--- src/rtl/lstmPkg.sv ---
package lstmPkg;

    // Q6.11 fixed point
    localparam int QN = 6;
    localparam int QM = 11;
    localparam int WORD_W = QN + QM + 1;

    localparam int INPUT_SZ = 2;
    localparam int HIDDEN_SZ = 4;
    localparam int GATE_COUNT = 4;
    localparam int COL_COUNT = INPUT_SZ + HIDDEN_SZ;
    localparam int BIAS_COL = COL_COUNT;
    localparam int CELL_LATENCY = COL_COUNT + 5;

    typedef logic signed [WORD_W-1:0] fixWord;
    typedef logic [1:0] gateSel;
    typedef logic [1:0] rowIndex;
    typedef logic [2:0] colIndex;

    localparam fixWord ONE = 18'sd2048;
    localparam fixWord HALF = 18'sd1024;

    typedef fixWord [INPUT_SZ-1:0] inputVector;
    typedef fixWord [HIDDEN_SZ-1:0] hiddenVector;
    // Gate 0 is Z, then I, F and O
    typedef hiddenVector [GATE_COUNT-1:0] weightColumn;

    // Address is gate, row, column from the top bits down
    typedef struct packed {
        logic        cyc;
        logic        stb;
        logic        we;
        logic [6:0]  adr;
        logic [31:0] dat;
    } wbRequest;

    typedef struct packed {
        logic        ack;
        logic [31:0] dat;
    } wbResponse;

    typedef enum logic [2:0] {
        idle,
        gateLoad,
        gateAccum,
        productZi,
        productCf,
        productOh,
        done
    } stepPhase;

    function automatic fixWord fixMul(fixWord a, fixWord b);
        logic signed [2*WORD_W-1:0] product;
        product = a * b;
        return fixWord'(product >>> QM);
    endfunction

    // Slope of one quarter through 0.5
    function automatic fixWord hardSigmoid(fixWord x);
        fixWord y;
        y = (x >>> 2) + HALF;
        if (y < 0) begin
            return '0;
        end else if (y > ONE) begin
            return ONE;
        end
        return y;
    endfunction

    function automatic fixWord hardTanh(fixWord x);
        if (x > ONE) begin
            return ONE;
        end else if (x < -ONE) begin
            return -ONE;
        end
        return x;
    endfunction

endpackage

--- src/rtl/cellSequencer.sv ---
`timescale 1ns/1ps

module cellSequencer import lstmPkg::*; (
    input  logic     clock,
    input  logic     reset,
    input  logic     newSample,
    output stepPhase phase,
    output colIndex  readCol
);

    stepPhase nextPhase;
    colIndex  colCount;
    logic     lastCol;

    assign lastCol = colCount == colIndex'(COL_COUNT - 1);

    always_ff @(posedge clock) begin
        if (reset) begin
            phase <= idle;
            colCount <= '0;
        end else begin
            phase <= nextPhase;
            if (phase == gateAccum) begin
                colCount <= colCount + 3'd1;
            end else begin
                colCount <= '0;
            end
        end
    end

    always_comb begin
        nextPhase = phase;
        case (phase)
            idle: begin
                // Pulses outside idle are dropped
                if (newSample) begin
                    nextPhase = gateLoad;
                end
            end
            gateLoad: begin
                nextPhase = gateAccum;
            end
            gateAccum: begin
                if (lastCol) begin
                    nextPhase = productZi;
                end
            end
            productZi: begin
                nextPhase = productCf;
            end
            productCf: begin
                nextPhase = productOh;
            end
            productOh: begin
                nextPhase = done;
            end
            done: begin
                nextPhase = idle;
            end
            default: begin
                nextPhase = idle;
            end
        endcase
    end

    // Bias column first so the sums start from the bias
    assign readCol = (phase == gateLoad) ? colIndex'(BIAS_COL) : colCount;

    colInBounds: assert property (
        @(posedge clock) disable iff (reset)
        (phase == gateAccum) |-> (readCol < colIndex'(COL_COUNT))
    );

endmodule

--- config.mk ---
export PLATFORM = sky130hd
export DESIGN_NAME = cellSequencer
export DESIGN_NICKNAME = d
export VERILOG_FILES = /design/src/rtl/lstmPkg.sv /design/src/rtl/cellSequencer.sv
export SDC_FILE = /design/constraint.sdc
export NUM_CORES = 1
export LEC_CHECK = 0
export ABC_AREA = 1
export BUFFER_PORTS_ARGS = -buffer_cell sky130_fd_sc_hd__buf_2
export CELL_PAD_IN_SITES_DETAIL_PLACEMENT = 1
export CELL_PAD_IN_SITES_GLOBAL_PLACEMENT = 1
export CORE_AREA = 2 2 39 41
export CTS_CLUSTER_SIZE = 10
export DETAILED_ROUTE_END_ITERATION = 12
export DIE_AREA = 0 0 41 43
export GPL_TIMING_DRIVEN = 0
export HOLD_SLACK_MARGIN = 0.05
export PLACE_DENSITY_LB_ADDON = 0.1
export SETUP_SLACK_MARGIN = 0.5
export SLEW_MARGIN = 10
export SYNTH_ARGS = -nofsm -noshare
export SYNTH_HDL_FRONTEND = slang
export SYNTH_SLANG_ARGS = --single-unit
export TNS_END_PERCENT = 1
--- constraint.sdc ---
create_clock -name clock -period 1.1 [get_ports clock]
set_input_delay 0.165 -clock clock [delete_from_list [all_inputs] [get_ports clock]]
set_output_delay 0.165 -clock clock [all_outputs]
set_load 0.02 [all_outputs]
After elaboration in Yosys (flattened, before gate mapping):

Index checks and enable logic that the tools add are counted.
W data, S select, Z words.

* bits in registers: 6
* input port bits: 3
* logic and storage cells: 19

* add/subtract/negate cells: 1
* equal/unequal tests: 8
* muxes and demuxes: 4
* bitwise operators: 1
* reduce and logical (&&, ||, !) cells: 3

Operator list (number)
* $pmux W3 S6: 1
* $eq A3 B3 Y1 const B: 3
* $mux W3: 3
* $eq A3 B2 Y1 const B: 2
* $ne A2 B2 Y1 const B: 2
* $add A3 B1 Y3 const B: 1
* $eq A3 B1 Y1 const B: 1
* $logic_not A3 Y1: 1
* $reduce_and A2 Y1: 1
* $reduce_or A2 Y1: 1
* $not A1 Y1: 1

Longest topological paths before layout:

* depth after elaboration: 3
* mapped depth: 6

Least setup slack after synthesis:

No wires, ideal clock.

* path kind: reg2out
* start point: reg phase[1]
* end point: out readCol[0]
* arrival: 1.125 ns
* setup slack: -0.190 ns
* stages on the path, launching flop included: 3
* buffers on the path: 0
* cells stage by stage: dfxtp_1 > nor2_1 > a21boi_0

* longest elaborated chain between the ends: 2

RTL lines
* start: declaration: line cellSequencer.sv:7 `output stepPhase phase,`
* start signal: assignment: line cellSequencer.sv:19 `phase <= idle;`
* start signal: assignment: line cellSequencer.sv:22 `phase <= nextPhase;`
* $eq A3 B1 Y1: line cellSequencer.sv:67 `assign readCol = (phase == gateLoad) ? colIndex'(BIAS_COL) : colCount;`
* $mux W3: line cellSequencer.sv:67
* end: declaration: line cellSequencer.sv:8 `output colIndex readCol`

No other way between the ends.

Final worst setup path:

* start point: reg phase[1]
* end point: out readCol[1]

The elaborated chain is that of the path after synthesis.

==> reports/qor.txt <==
GRT Util Overall -> 11.6%
CP startpoint -> phase[1]
Die Span X -> 41 microns
Die area -> 1760 sq um
Cell row count -> 14
Footprint of the multi-input gates -> 179 sq um
Worst hold path class -> in -> reg
Arr. time, crit path -> 1.03 ns
Total nets after synthesis -> 41
Synth Register Bits -> 6
Wire per inst -> 10.1 microns
Clock Skew -> 0.00849 ns
Final Hold Vio Count -> 0
Clock buffer depth -> 2
Min cycle time layout -> 1.19 ns
Critical Path Start Type -> flop
First-pass GRT wire length -> 1.35 mm
P_leak -> 0.000208 uW
Num CTS Buffers -> 3
FF-to-FF Start -> phase[1]
CTS tree -> done
Critical path type -> reg -> out
Critical Path Sink Type -> output port
Rel. slew slack -> 88.7%
Most frequent cells in the layout -> nor2_1 (6), buf_6 (6), inv_1 (4)
Final ANT Viol Nets -> 0
Ant diodes -> 0
Ports -> 9
Crit Path Max Fanout -> 3
Die Ht -> 43 microns
Final setup margin -> -0.0908 ns
Routability Congestion -> 0.597
TritonRoute pass-1 iters -> 1
Core Area -> 1380 sq um
RSZ-0062 raised after global routing -> yes
Status -> finished with violations
Worst hold slack -> 0.110 ns
Core Util, Final -> 33.5%
Residual DRC count -> 0
Ys Warns -> 0
Failing checks -> setup timing
Sink Count -> 6
Routed WL -> 658 microns
Clock transition at path regs -> 0.05 ns
# setup viols final -> 3
Max Fclk -> 0.840 GHz
Starting density of the core -> 19.7%
Vias -> 270
R2R depth -> 3
Fillers -> 179
Initial antenna violation count -> 0
Crit path to -> readCol[1]
Reg2reg setup slack -> 0.19 ns
Worst-skew pair later-pin latency -> 0.24 ns
CTS H-Tree Depth -> 1
Worst-margin pin slew -> 0.170 ns
Yosys cell types -> 12
PwrDens -> 1580 nW/um^2
Root buf cell -> clkbuf_4
Fraction of layout cells with a size suffix above 1 -> 49.0%
Storage element area -> 131 sq um
R2R Path End -> phase[1]
Final worst-path cycle share -> 108%
Largest net degree at the start of global routing -> 7
Seq/Total Area, Yosys -> 44.0%
Max Cap Violations -> 0
Mapped Area -> 273 sq um
Net count, final -> 55
Req. time, crit path -> 0.94 ns
Dpl hpwl -> 525 microns
Drt initial violations -> 0
Vias per inst -> 4.15
Avg Cell Area, Syn -> 7.58 sq um
Synth Instances -> 36
Vias in the first global route -> 307
Area growth syn-to-layout -> 70.2%
Port bufs -> 8
Congestion Overflow GR -> 0
Pins over their slew limit -> 0
Max VDD drop -> 631 uV
## metal layers
metal	routed length, microns	up-vias	global-route usage [%]
li1	-	138	-
met1	260	124	14.1
met2	350	8	15.9
met3	47	0	7.85
met4	0	0	4.00
met5	0	-	0
## registers in the layout, indices dropped and copies added, names as in the netlist
register	cells
colCount	3
phase	3
## cells by family (layout without fill, tap and decap cells)
group,after synthesis,in the layout,share of synthesized area [%]
xor gates and xnor gates,1,1,3.21
AOI/OAI and AO/OA,4,4,9.17
and+or+nand+nor,17,17,26.2
DFF,6,6,44.0
buffers and inverters,6,19,8.26
adders and majority gates,2,2,9.17
## cell type report
cell class | count | area share, %
clock buffers | 4 | 5.66
well taps | 16 | 4.31
flip-flops and latches | 6 | 28.3
inverters | 6 | 4.85
multi-input cells | 24 | 38.5
repair buffers | 9 | 18.3
## what timing repair did
item,CTS,global route
buffers inserted,1,0
endpoints found under the setup margin,12,12
gates cloned,0,0
hold buffers,0,0
gates resized for setup,16,0
pin swaps,9,6
## worst min-delay path by stage
stage	start	to	slack, ns	depth (start not counted)
global route	reset	phase[1]	0.11	2
floorplan	reset	phase[1]	0.22	1
detailed placement	reset	phase[1]	0.36	2
finish	reset	phase[1]	0.11	2
CTS	reset	phase[1]	0.10	2
global placement	reset	phase[1]	0.35	2
## power breakdown
part | total, uW | switching [uW] | internal [uW]
sequential | 275 | 33.5 | 241
combinational | 241 | 128 | 113
clock | 219 | 81.3 | 137
total | 734 | 243 | 491
## critical path: stages (launching register included)
cell and delay, ns:
dfxtp_4 0.35, nor2_4 0.18, nand2_4 0.09, nand2_4 0.06
buf_6 0.11
## metrics by stage
step | instances | total power [uW] | setup slack [ns] | setup TNS [ns] | area [sq um]
after floorplan | 36 | 412 | 0.225 | 0 | 325
after global placement | 60 | 462 | 0.114 | 0 | 385
after detailed placement | 60 | 467 | 0.101 | 0 | 385
after CTS | 65 | 752 | -0.110 | -0.270 | 464
after global routing | 65 | 793 | -0.148 | -0.368 | 464
final | 65 | 734 | -0.0908 | -0.212 | 464
## synth_stat cells
cell | count | area (sq um)
inv_2 | 1 | 3.75
nand2_1 | 6 | 22.5
nor2_1 | 7 | 26.3
ha_1 | 2 | 25.0
a21oi_1 | 2 | 10.0
inv_1 | 5 | 18.8
nand4_1 | 1 | 6.26
dfxtp_1 | 6 | 120
nand3_1 | 2 | 10.0
or2_0 | 1 | 6.26
xnor2_1 | 1 | 8.76
a21boi_0 | 2 | 15.0
Power figures use the tool's default switching activity.
